$ cat config.mk
export PLATFORM = sky130hd
export DESIGN_NAME = memControl
export DESIGN_NICKNAME = d
export VERILOG_FILES = /design/src/common/memPkg.sv /design/src/hw/stageReg.sv /design/src/memControl/memControl.sv
export VERILOG_INCLUDE_DIRS = /design/src /design/src/common
export SDC_FILE = /design/constraint.sdc
export NUM_CORES = 1
export LEC_CHECK = 0
export ABC_AREA = 1
export ABC_CLOCK_PERIOD_IN_PS = 1600
export BUFFER_PORTS_ARGS = -buffer_cell sky130_fd_sc_hd__buf_4
export CAP_MARGIN = 10
export CORE_AREA = 2 2 144 146
export DETAILED_ROUTE_END_ITERATION = 6
export DIE_AREA = 0 0 146 148
export PLACE_DENSITY_LB_ADDON = 0.15
export SYNTH_ARGS = -nofsm -noshare
export SYNTH_HDL_FRONTEND = slang
export SYNTH_SLANG_ARGS = --single-unit
$ cat constraint.sdc
create_clock -name clk -period 1.6 [get_ports clk]
set_clock_uncertainty 0.2 [all_clocks]
set_input_delay 0.08 -clock clk [delete_from_list [all_inputs] [get_ports clk]]
set_output_delay 0.08 -clock clk [all_outputs]
set_load 0.05 [all_outputs]
$ cat src/common/mem_macros.svh
`ifndef MEM_MACROS_SVH
`define MEM_MACROS_SVH

// loads
`define MEM_OP_LB  6'h20
`define MEM_OP_LH  6'h21
`define MEM_OP_LWL 6'h22
`define MEM_OP_LW  6'h23
`define MEM_OP_LBU 6'h24
`define MEM_OP_LHU 6'h25
`define MEM_OP_LWR 6'h26

// stores
`define MEM_OP_SB  6'h28
`define MEM_OP_SH  6'h29
`define MEM_OP_SWL 6'h2a
`define MEM_OP_SW  6'h2b
`define MEM_OP_SWR 6'h2e

// no reservation kept, these act as LW / SW
`define MEM_OP_LL  6'h30
`define MEM_OP_SC  6'h38

// data ram depth in words, index from addr[9:2]
`define MEM_RAM_WORDS 256

`endif

$ cat src/common/memPkg.sv
package memPkg;

    // data and address word
    typedef logic [31:0] wordT;

    // bit i enables lane i, bits 8i+7..8i
    typedef logic [3:0] byteEnT;

    // size code as driven on the bus
    typedef enum logic [1:0] {
        SIZE_BYTE = 2'd0,
        SIZE_HALF = 2'd1,
        SIZE_WORD = 2'd2
    } accessSizeT;

    // primary opcode, instr[31:26]
    typedef logic [5:0] opcodeT;

    // control carried from E into M
    typedef struct packed {
        opcodeT opcode;
        logic   memSel;  // 1 = slot 1
    } memTagT;

endpackage

$ cat src/hw/stageReg.sv
`timescale 1ns/100ps

module stageReg #(
    parameter type payloadT = memPkg::wordT
) (
    input  logic    clk,
    input  logic    rst,
    input  logic    stall,
    input  logic    flush,
    input  payloadT d,
    output payloadT q
);

    always_ff @(posedge clk) begin
        if (rst || flush) begin
            q <= '0;  // flush beats stall
        end else if (!stall) begin
            q <= d;
        end
    end

endmodule

$ cat src/memControl/memControl.sv
`timescale 1ns/100ps

`include "mem_macros.svh"

module memControl (
    input  logic               clk,
    input  logic               rst,
    input  memPkg::wordT       instr1E,
    input  memPkg::wordT       instr2E,
    input  memPkg::wordT       address1E,
    input  memPkg::wordT       address2E,
    input  memPkg::wordT       wdata1E,
    input  memPkg::wordT       wdata2E,
    input  logic               memSelE,
    input  logic               stallM,
    input  logic               flushM,
    input  memPkg::wordT       rtValueM,
    input  memPkg::wordT       ramRdataM,
    output memPkg::wordT       dataAddrE,
    output memPkg::byteEnT     byteEnE,
    output memPkg::wordT       writeDataE,
    output memPkg::accessSizeT dataSize,
    output memPkg::wordT       rdataM,
    output logic               addrErrorSw1,
    output logic               addrErrorLw1,
    output logic               addrErrorSw2,
    output logic               addrErrorLw2
);

    memPkg::opcodeT opE;
    memPkg::wordT   addrE;
    memPkg::wordT   srcE;
    logic [1:0]     offE;
    logic           wordOkE;
    logic           halfOkE;
    logic           swMisE;
    logic           lwMisE;

    memPkg::memTagT tagE;
    memPkg::memTagT tagM;
    memPkg::wordT   addrM;
    logic [1:0]     offM;
    logic [4:0]     shiftUpM;
    logic [4:0]     shiftDnM;
    memPkg::wordT   laneM;
    logic [7:0]     byteM;
    logic [15:0]    halfM;

    // slot select
    assign opE  = memSelE ? instr1E[31:26] : instr2E[31:26];
    assign addrE = memSelE ? address1E : address2E;
    assign srcE  = memSelE ? wdata1E : wdata2E;

    assign dataAddrE = addrE;
    assign offE      = addrE[1:0];
    assign wordOkE   = (offE == 2'b00);
    assign halfOkE   = ~offE[0];

    always_comb begin
        dataSize   = memPkg::SIZE_BYTE;
        byteEnE    = '0;
        writeDataE = '0;
        swMisE     = 1'b0;
        lwMisE     = 1'b0;
        case (opE)
            `MEM_OP_SW, `MEM_OP_SC: begin
                dataSize   = memPkg::SIZE_WORD;
                byteEnE    = {4{wordOkE}};
                writeDataE = srcE;
                swMisE     = ~wordOkE;
            end
            `MEM_OP_SWL: begin
                dataSize   = memPkg::SIZE_WORD;
                byteEnE    = 4'b1111 >> ~offE;  // lanes 0..off
                writeDataE = srcE >> {~offE, 3'b000};
            end
            `MEM_OP_SWR: begin
                dataSize   = memPkg::SIZE_WORD;
                byteEnE    = 4'b1111 << offE;  // lanes off..3
                writeDataE = srcE << {offE, 3'b000};
            end
            `MEM_OP_SH: begin
                dataSize   = memPkg::SIZE_HALF;
                byteEnE    = halfOkE ? (offE[1] ? 4'b1100 : 4'b0011) : 4'b0000;
                writeDataE = {2{srcE[15:0]}};
                swMisE     = ~halfOkE;
            end
            `MEM_OP_SB: begin
                dataSize   = memPkg::SIZE_BYTE;
                byteEnE    = 4'b0001 << offE;
                writeDataE = {4{srcE[7:0]}};
            end
            `MEM_OP_LW, `MEM_OP_LL: begin
                dataSize = memPkg::SIZE_WORD;
                lwMisE   = ~wordOkE;
            end
            `MEM_OP_LH, `MEM_OP_LHU: begin
                dataSize = memPkg::SIZE_HALF;
                lwMisE   = ~halfOkE;
            end
            `MEM_OP_LB, `MEM_OP_LBU: begin
                dataSize = memPkg::SIZE_BYTE;
            end
            `MEM_OP_LWL, `MEM_OP_LWR: begin
                dataSize = memPkg::SIZE_WORD;  // unaligned by design, never flagged
            end
            default: begin
                dataSize = memPkg::SIZE_BYTE;
            end
        endcase
    end

    // only the selected slot reports
    assign addrErrorSw1 = memSelE & swMisE;
    assign addrErrorLw1 = memSelE & lwMisE;
    assign addrErrorSw2 = ~memSelE & swMisE;
    assign addrErrorLw2 = ~memSelE & lwMisE;

    assign tagE = '{opcode: opE, memSel: memSelE};

    stageReg #(
        .payloadT(memPkg::memTagT)
    ) tagReg (
        .clk  (clk),
        .rst  (rst),
        .stall(stallM),
        .flush(flushM),
        .d    (tagE),
        .q    (tagM)
    );

    stageReg #(
        .payloadT(memPkg::wordT)
    ) addrReg (
        .clk  (clk),
        .rst  (rst),
        .stall(stallM),
        .flush(flushM),
        .d    (addrE),
        .q    (addrM)
    );

    assign offM     = addrM[1:0];
    assign shiftDnM = {offM, 3'b000};
    assign shiftUpM = {~offM, 3'b000};  // 8*(3-off)
    assign laneM    = ramRdataM >> shiftDnM;
    assign byteM    = laneM[7:0];
    assign halfM    = offM[1] ? ramRdataM[31:16] : ramRdataM[15:0];

    always_comb begin
        rdataM = '0;
        case (tagM.opcode)
            `MEM_OP_LW, `MEM_OP_LL: begin
                rdataM = ramRdataM;
            end
            `MEM_OP_LB: begin
                rdataM = {{24{byteM[7]}}, byteM};
            end
            `MEM_OP_LBU: begin
                rdataM = {24'b0, byteM};
            end
            `MEM_OP_LH: begin
                rdataM = {{16{halfM[15]}}, halfM};
            end
            `MEM_OP_LHU: begin
                rdataM = {16'b0, halfM};
            end
            `MEM_OP_LWL: begin
                rdataM = (ramRdataM << shiftUpM)
                       | (rtValueM & ~(32'hffff_ffff << shiftUpM));  // keep low bytes of rt
            end
            `MEM_OP_LWR: begin
                rdataM = (ramRdataM >> shiftDnM)
                       | (rtValueM & ~(32'hffff_ffff >> shiftDnM));  // keep high bytes of rt
            end
            default: begin
                rdataM = '0;
            end
        endcase
    end

endmodule

==> results of run 1 <==
-- cell usage after synthesis --
master | count | area (um2)
clkbuf_1 | 24 | 90.1
o21a_1 | 3 | 22.5
o21ai_1 | 2 | 10.0
and2_1 | 6 | 37.5
o21ai_2 | 1 | 8.76
o21ai_0 | 70 | 350
nand3_1 | 130 | 651
a21oi_1 | 23 | 115
a22oi_1 | 1 | 7.51
nor4_1 | 1 | 6.26
nor3_1 | 3 | 15.0
inv_2 | 2 | 7.51
a31oi_1 | 6 | 37.5
o22ai_1 | 1 | 6.26
nand2_2 | 5 | 31.3
buf_6 | 5 | 56.3
buf_1 | 7 | 26.3
mux2_2 | 6 | 67.6
nand2_1 | 649 | 2440
nor2_2 | 3 | 18.8
o21ai_4 | 1 | 16.3
buf_4 | 5 | 37.5
nand2_4 | 1 | 11.3
buf_2 | 32 | 160
and3_1 | 1 | 6.26
clkinv_1 | 4 | 15.0
nand4_1 | 15 | 93.8
dfxtp_1 | 8 | 160
nor2_1 | 117 | 439
or2_2 | 3 | 18.8
nor2_4 | 3 | 33.8
nand3b_1 | 2 | 15.0
o2111ai_1 | 5 | 43.8
o211ai_1 | 13 | 97.6
inv_1 | 97 | 364
-- cell families (layout without fill, tap and decap cells) --
family | Yosys count | after routing | share of synthesized area
AOI/OAI and AO/OA | 126 | 126 | 0.130
other | 0 | 1 | 0
and+or+nand+nor | 939 | 939 | 0.692
muxes | 6 | 6 | 0.0123
buffers and inverters | 176 | 691 | 0.137
DFF | 8 | 8 | 0.0290
-- through the flow --
step,cells,setup TNS [ns],cell area (um2)
after floorplan,1255,-6.55,6330
after global placement,1948,-19.59,10200
after detailed placement,1948,-20.20,10200
after CTS,2033,-21.51,13000
after global routing,2041,-30.58,14000
final,2041,-26.38,14000
-- layout make-up --
class,instances,area (um2)
Multi-Input combinational cell,1071,6910
Timing Repair Buffer,585,6090
Fill cell,1628,6010
Inverter,103,429
Tap cell,270,338
Sequential cell,8,175
Clock buffer,3,75.1
Antenna cell,1,2.50
-- critical path: cells and delay by family --
kind | cells | cell delay (ns)
buffers and inverters | 7 | 0.89
AND/OR/NAND/NOR | 8 | 0.83
-- power by group --
group | internal [mW] | leakage [nW] | total (mW) | switching [mW]
registers | 0.209 | 0.0694 | 0.222 | 0.0126
logic | 1.81 | 7.31 | 4.04 | 2.24
clock network | 0.322 | 0.0370 | 0.415 | 0.0931
-- sequential cells by signal, summed over array words and instances, names as in the netlist --
name       cells
tagReg.q       6
addrReg.q      2
-- placed cells by master, fill, tap and decap left out, types with 6 or more instances in the layout --
cell type,count
clkbuf_16,10
nor2_4,54
nor2_1,40
a21oi_1,14
nand2_4,63
buf_12,43
nand2_2,138
nand3_2,42
buf_4,377
buf_6,69
nand4_1,15
o21ai_4,8
o21ai_0,28
inv_2,28
nand3_1,51
dfxtp_2,6
nand2_1,450
inv_1,69
mux2_2,6
o21ai_1,26
buf_8,79
o211ai_1,13
o21ai_2,12
nor2_2,29
nand3_4,37
buf_16,8
-- repair_timing --
item,4_1_cts,5_1_grt
endpoints found under the setup margin,90,82
endpoints found under the hold margin,6,0
pin swaps,127,140
setup buffers,67,22
resized for setup,470,307
cloned,16,6
hold buffers,1,0
-- worst max-delay path by stage --
| stage | startpoint | end | slack (ns) | cells after the start |
|---|---|---|---|---|
| 2_1_floorplan | addrReg.q[0] | rdataM[23] | -0.27 | 7 |
| 3_3_place_gp | memSelE | writeDataE[9] | -0.38 | 12 |
| 3_5_place_dp | memSelE | writeDataE[29] | -0.38 | 11 |
| 4_1_cts | addrReg.q[0] | rdataM[24] | -0.44 | 9 |
| 5_1_grt | memSelE | writeDataE[5] | -0.53 | 15 |
| 6_report | memSelE | writeDataE[5] | -0.49 | 15 |
-- per-layer routing --
metal  global-route usage  vias up  routed length [um]
met2                0.578      600               19500
met3               0.0367      154                2840
li1                     -     4996                   -
met1                0.349     4913               13500
met4                0.103        0                1750
met5                    0        -                   0
==> flow_summary.json, run 1 <==
{
  "status": "finished, violations left",
  "violations": "setup timing",
  "finalCritPeriodShare": 1.31,
  "r2r_end": "addrReg.q[1]",
  "critical_path_class": "input pin to output port",
  "crit_fanout": 6,
  "cts_sinks": 8,
  "area_delta_synth_final_pct": 154,
  "antenna_found_initial": 1,
  "nets": 2033,
  "final_antenna_net_count": 0,
  "pre_cts_ws_ns": -0.385,
  "grt_pass1_vias": 10100,
  "finalPower_mw": 4.68,
  "cpPeakStageDelay_ns": 0.22,
  "report.final.setup_viol": 74,
  "cts_tree": "done",
  "synth_nets": 1516,
  "cp-end-kind": "output port",
  "die_area_um2": 21600,
  "worstRegToRegCells": 5,
  "path_cells": "buf_12 -> clkinv_8 -> buf_6 -> nand2_2 -> nand2_2 -> nor2_4 -> buf_12 -> nand2_8 -> nor2_4 -> clkbuf_16 -> nand2_2 -> nand2_1 -> inv_1 -> nand3_2 -> buf_8",
  "gp_congestion": 0.957,
  "drt_iter0_markers": 748,
  "ys_ff_latch": 8,
  "syn_area_per_cell_um2": 4.39,
  "ys_seq_area_frac": 0.0290,
  "port_buffers": 314,
  "clk_transition_reported_paths_ns": 0.04,
  "route.detailed.drc": 0,
  "hpwl_mm": 24.3,
  "yosys_warnings": 0,
  "p_per_area_nw_per_um2": 333,
  "worst_setup_path_start_kind": "input pin",
  "crit_path_frequent_cell": "nand2_2",
  "clock_latency_ns": 0.23,
  "hold_ws_ns": 0.116,
  "min_from": "rst",
  "syn_area_um2": 5510,
  "layout-drive-gt1-share": 0.591,
  "ios": 367,
  "rsz0062_at_grt": "true",
  "die-height_um": 148,
  "r2r_slack_ns": 0.34,
  "clockBufferDepth": 2,
  "clockRootBuffer": "clkbuf_16",
  "fmax_ghz": 0.479,
  "crit_slowest_cell": "nor2_4",
  "worst_pin_slew_ns": 0.325,
  "ir_drop_v": 0.000246,
  "grt_start_max_net_pins": 37,
  "synthCells": 1255,
  "hold_viol": 0,
  "grt_pass1_wl_mm": 53.2,
  "firstDrtPassIters": 5,
  "cap_violations": 0,
  "rr_startpoint": "addrReg.q[1]",
  "finalCriticalPeriod_ns": 2.09,
  "num_rows": 52,
  "final_util": 0.700,
  "hold_path.class": "input pin to flop",
  "worst_ep_required_time_ns": 1.32,
  "core_um2": 20000,
  "wl_per_cell_um": 18.4,
  "via_count": 10700,
  "initial_core_util": 0.275,
  "die_w_um": 146,
  "wirelength_mm": 37.5,
  "globalRouteTotalUtil": 0.303,
  "htreeDepth": 1,
  "ys_types": 35,
  "final_max_slew_viol_count": 0,
  "min_to": "addrReg.q[0]",
  "p_leak_nw": 7.42,
  "overflow": 0,
  "maxSlewHeadroom": 0.781,
  "cts_buffers": 3,
  "vias_per_cell": 5.22,
  "arrival_ns": 1.81,
  "hold_depth": 5,
  "worst_slack_ns": -0.490
}
(Power assumes the default switching activity.)
==> run 2, diff against run 1 <==
--- a/config.mk
+++ b/config.mk
@@ -13,7 +13,7 @@
 export CORE_AREA = 2 2 144 146
 export DETAILED_ROUTE_END_ITERATION = 6
 export DIE_AREA = 0 0 146 148
-export PLACE_DENSITY_LB_ADDON = 0.15
+export PLACE_DENSITY = 0.68
 export SYNTH_ARGS = -nofsm -noshare
 export SYNTH_HDL_FRONTEND = slang
 export SYNTH_SLANG_ARGS = --single-unit
==> flow_summary.json, run 2 (synthesized netlist as in run 1, its figures left out) <==
{
  "grt_start_max_net_pins": 30,
  "cts_sinks": 8,
  "diodes": 0,
  "regMostFlops": "tagReg.q",
  "grt_pass1_vias": 10700,
  "dp.cells": 1942,
  "p_switching_mw": 2.38,
  "die_w_um": 146,
  "fmax_ghz": 0.472,
  "wirelength_mm": 41.2,
  "rsz0062_at_grt": "true",
  "initial_core_util": 0.275,
  "grt_pass1_wl_mm": 56.5,
  "gp_congestion": 0.977,
  "status": "finished, violations left",
  "final_antenna_net_count": 0,
  "layout_commonest_cell": "nand2_1",
  "p_leak_nw": 7.19,
  "port_buffers": 314,
  "worst_slack_ns": -0.518,
  "p_int_mw": 2.22,
  "path_cells": "buf_12 -> inv_8 -> buf_8 -> nand2_4 -> nand2_4 -> nand2_4 -> nor2_4 -> nand3_2 -> buf_4 -> nor2_1 -> nor2_2 -> nand2_2 -> buf_8",
  "ios": 367,
  "multi_input_area_um2": 6850,
  "cts_buffers": 3,
  "ir_drop_v": 0.000292,
  "core_um2": 20000,
  "critPathBufInv": 5,
  "antenna_found_initial": 0,
  "cap_violations": 0,
  "combPwrFrac": 0.860,
  "p_per_area_nw_per_um2": 337,
  "firstDrtPassIters": 7,
  "drt_iter0_markers": 1039,
  "nets": 2010,
  "finalCritPeriodShare": 1.32,
  "via_count": 11200,
  "wl_per_cell_um": 20.4,
  "crit_path_frequent_cell": "nand2_4",
  "cts_tree": "done",
  "fill_cells": 1558,
  "cp-end-kind": "output port",
  "critical_path_class": "input pin to output port",
  "clockPowerShare": 0.091,
  "min_from": "rst",
  "layout_common_cells": "nand2_1, buf_4, nand2_2",
  "seqCellArea_um2": 174,
  "maxSlewHeadroom": 0.750,
  "seq_power_share": 0.048,
  "stdcell_count": 2017,
  "largest_reg_flops": 6,
  "hpwl_mm": 24.9,
  "num_rows": 52,
  "globalRouteTotalUtil": 0.325,
  "rr_startpoint": "addrReg.q[0]",
  "overflow": 0,
  "clk_transition_reported_paths_ns": 0.04,
  "htreeDepth": 1,
  "crit_fanout": 7,
  "arrival_ns": 1.84,
  "largest_registers": "tagReg.q x6, addrReg.q x2",
  "pre_cts_ws_ns": -0.379,
  "report.final.setup_viol": 73,
  "die_area_um2": 21600,
  "cpPeakStageDelay_ns": 0.33,
  "vias_per_cell": 5.57,
  "worst_ep_required_time_ns": 1.32,
  "clockBufferDepth": 2,
  "area_delta_synth_final_pct": 148,
  "worst_pin_slew_ns": 0.373,
  "layout-drive-gt1-share": 0.586,
  "clockRootBuffer": "clkbuf_16",
  "worst_setup_path_start_kind": "input pin",
  "clock_latency_ns": 0.23,
  "hold_path.class": "input pin to flop",
  "hold_viol": 0,
  "die-height_um": 148,
  "finalCriticalPeriod_ns": 2.12,
  "route.detailed.drc": 0,
  "crit_slowest_cell": "nor2_4",
  "cpLargestDelayFamily": "simple AND/OR/NAND/NOR gates",
  "sw_frac_of_total": 0.517,
  "violations": "setup timing",
  "final_max_slew_viol_count": 0,
  "crit_start": "memSelE"
}
[run 2: cell type report]
| type | count | share of cell area |
|---|---|---|
| Sequential cell | 8 | 0.0127 |
| Multi-Input combinational cell | 1071 | 0.501 |
| Tap cell | 270 | 0.0247 |
| Inverter | 103 | 0.0307 |
| Timing Repair inverter | 1 | 0.000458 |
| Timing Repair Buffer | 561 | 0.424 |
| Clock buffer | 3 | 0.00549 |
[run 2: worst paths after layout]
path / endpoint / cells past startpoint / slack [ns]
worst max-delay path: writeDataE[19] / 13 / -0.52
worst min-delay path: addrReg.q[1] / 5 / 0.10
worst max register to register: addrReg.q[0] / 5 / 0.43
worst min register to register: tagReg.q[5] / 5 / 0.51
[run 2: power by group through the flow]
stage	Combinational [mW]	Clock, mW	Sequential (mW)
6_report	3.96	0.419	0.223
3_5_place_dp	2.93	0	0.222
4_1_cts	3.49	0.426	0.220
5_1_grt	4.14	0.433	0.224
2_1_floorplan	1.60	0	0.218
3_3_place_gp	2.92	0	0.221
[run 2: tightest hold or removal path: stages]
cell and delay, ns:
buf_4 0.07, or2_2 0.19, a21oi_1 0.05, o21ai_0 0.06, inv_1 0.04
[run 2: metrics by stage]
stage	hold WS (ns)	utilization	setup TNS [ns]	power, mW	instance area [um2]
final	0.104	0.682	-28.00	4.60	13700
after global routing	0.130	0.682	-30.73	4.80	13700
after CTS	0.106	0.634	-22.29	4.14	12700
after detailed placement	0.230	0.512	-21.28	3.16	10300
after global placement	0.217	0.512	-20.58	3.14	10300
after floorplan	0.0514	-	-6.55	1.82	6330
[run 2: repair_timing]
action / 4_1_cts / 5_1_grt
setup endpoints to repair: 74 / 75
setup buffers: 47 / 19
gates resized for setup: 445 / 278
pin swaps: 105 / 105
cloned: 19 / 7
hold buffers: 1 / 0
endpoints found under the hold margin: 8 / 0
[run 2: per-layer routing]
layer  vias up  routed length (um)  track usage
met5         -                   0            0
met4         0                3980        0.231
li1       4957                   -            -
met3       343                4290       0.0546
met2       877               20000        0.609
met1      5067               12900        0.327
==> run 3, diff against run 2 <==
==> constraint.sdc (replaced) <==
create_clock -name clk -period 1.6 [get_ports clk]
set_clock_uncertainty 0.2 [all_clocks]
set_input_delay 0.08 -clock clk [delete_from_list [all_inputs] [get_ports clk]]
set_output_delay 0.08 -clock clk [all_outputs]
set_load 0.01 [all_outputs]
==> flow_summary.json, run 3 (synthesized netlist as in run 1, its figures left out) <==
{
  "layout_commonest_cell": "nand2_1",
  "grt_pass1_vias": 10600,
  "via_count": 11300,
  "globalRouteTotalUtil": 0.315,
  "multi_input_area_um2": 6300,
  "clockRootBuffer": "clkbuf_16",
  "critPathBufInv": 6,
  "largest_reg_flops": 6,
  "layout-drive-gt1-share": 0.519,
  "cts_buffers": 3,
  "gp_congestion": 0.971,
  "cts_sinks": 8,
  "largest_registers": "tagReg.q x6, addrReg.q x2",
  "status": "finished, violations left",
  "fin_tns_setup_ns": -21.03,
  "final_antenna_net_count": 0,
  "p_per_area_nw_per_um2": 331,
  "drt_iter0_markers": 1216,
  "hold_viol": 0,
  "arrival_ns": 1.68,
  "die-height_um": 148,
  "worst_setup_path_start_kind": "input pin",
  "clock_latency_ns": 0.23,
  "hpwl_mm": 24.4,
  "regMostFlops": "tagReg.q",
  "p_leak_nw": 6.64,
  "wl_per_cell_um": 20.3,
  "port_buffers": 314,
  "antenna_found_initial": 4,
  "die_w_um": 146,
  "hold_path.class": "input pin to flop",
  "firstDrtPassIters": 6,
  "layout_common_cells": "nand2_1, buf_4, nand2_2",
  "final_max_slew_viol_count": 0,
  "fill_cells": 1682,
  "min_from": "rst",
  "wirelength_mm": 40.8,
  "grt_start_max_net_pins": 49,
  "vias_per_cell": 5.62,
  "area_delta_synth_final_pct": 126,
  "cts_tree": "done",
  "report.final.setup_viol": 73,
  "grt_pass1_wl_mm": 54.7,
  "worst_pin_slew_ns": 0.324,
  "htreeDepth": 1,
  "seqCellArea_um2": 176,
  "crit_slowest_cell": "o21ai_4",
  "crit_start": "memSelE",
  "route.detailed.drc": 0,
  "finalCritPeriodShare": 1.22,
  "clockBufferDepth": 2,
  "finalCriticalPeriod_ns": 1.96,
  "maxSlewHeadroom": 0.783,
  "core_um2": 20000,
  "cpPeakStageDelay_ns": 0.29,
  "clk_transition_reported_paths_ns": 0.04,
  "finalPower_mw": 4.13,
  "nets": 1995,
  "initial_core_util": 0.275,
  "ios": 367,
  "worst_ep_required_time_ns": 1.32,
  "path_cells": "buf_12 -> buf_12 -> buf_12 -> o21ai_4 -> buf_8 -> buf_6 -> nand3_2 -> nand2_1 -> nor2_1 -> nor2_1 -> nand2_1 -> buf_6",
  "cap_violations": 0,
  "cp-end-kind": "output port",
  "violations": "setup timing",
  "num_rows": 52,
  "rsz0062_at_grt": "true",
  "overflow": 0,
  "final_util": 0.623,
  "worst_slack_ns": -0.359,
  "crit_fanout": 7,
  "crit_path_frequent_cell": "buf_12",
  "ir_drop_v": 0.000266,
  "fmax_ghz": 0.510,
  "die_area_um2": 21600,
  "cpLargestDelayFamily": "buffers and inverters",
  "rr_startpoint": "addrReg.q[0]",
  "critical_path_class": "input pin to output port"
}
-- run 3: cell count changes in the layout (fill, tap and decap cells not counted), moves of 9 or more --
cell,change
buf_4,+12
buf_6,+44
buf_8,-60
inv_1,+20
inv_2,-21
nand2_1,+50
nand2_2,-34
nand2_4,-25
nand2_8,+9
nand3_2,+11
nand3_4,-19
nor2_1,+19
nor2_2,-11
-- run 3: what timing repair did --
action	CTS	global route
resized for setup	380	260
pin swaps	129	136
buffers inserted	47	27
endpoints found under the hold margin	4	0
gates cloned	16	2
hold buffers	1	0
endpoints found under the setup margin	74	74
-- run 3: path summary, 6_finish.rpt --
path                                       end  slack (ns)  cells past startpoint
worst max register to register    addrReg.q[0]        0.28                      5
worst min-delay path               tagReg.q[5]        0.10                      5
worst max-delay path            writeDataE[25]       -0.36                     12
worst min register to register     tagReg.q[4]        0.41                      4
-- run 3: per-stage QoR --
step / worst slack, ns / hold slack (ns) / cell area (um2) / cells
after CTS: -0.328 / 0.106 / 11400 / 1983
final: -0.359 / 0.101 / 12500 / 2006
after detailed placement: -0.364 / 0.229 / 9220 / 1916
after global routing: -0.529 / 0.147 / 12500 / 2006
after global placement: -0.375 / 0.222 / 9220 / 1916
after floorplan: -0.0530 / 0.0588 / 5560 / 1255
-- run 3: layout make-up --
class / instances / share of cell area
Tap cell: 270 / 0.0271
Sequential cell: 8 / 0.0141
Inverter: 103 / 0.0337
Clock buffer: 3 / 0.00602
Timing Repair inverter: 2 / 0.000802
Multi-Input combinational cell: 1071 / 0.505
Timing Repair Buffer: 545 / 0.413
Antenna cell: 4 / 0.000802
-- run 3: worst register-to-register path: cells and delay by family (launching register included) --
| family | cells | cell delay, ns |
|---|---|---|
| AO/OA/AOI/OAI | 2 | 0.23 |
| buffers and inverters | 3 | 0.40 |
| flip-flops | 1 | 0.42 |
-- run 3: per-layer routing --
metal	GRT usage	share of wire	vias to the layer above	wire length [um]
li1	-	-	4919	-
met1	0.332	0.32	4990	13100
met2	0.567	0.46	991	18800
met3	0.0491	0.11	364	4560
met4	0.233	0.11	0	4290
met5	0	0	-	0
-- run 3: power breakdown --
part / leakage [nW] / switching (mW) / total (mW) / internal, mW
Sequential: 0.0693 / 0.0153 / 0.223 / 0.208
Combinational: 6.54 / 1.85 / 3.48 / 1.63
Clock: 0.0370 / 0.0969 / 0.419 / 0.322
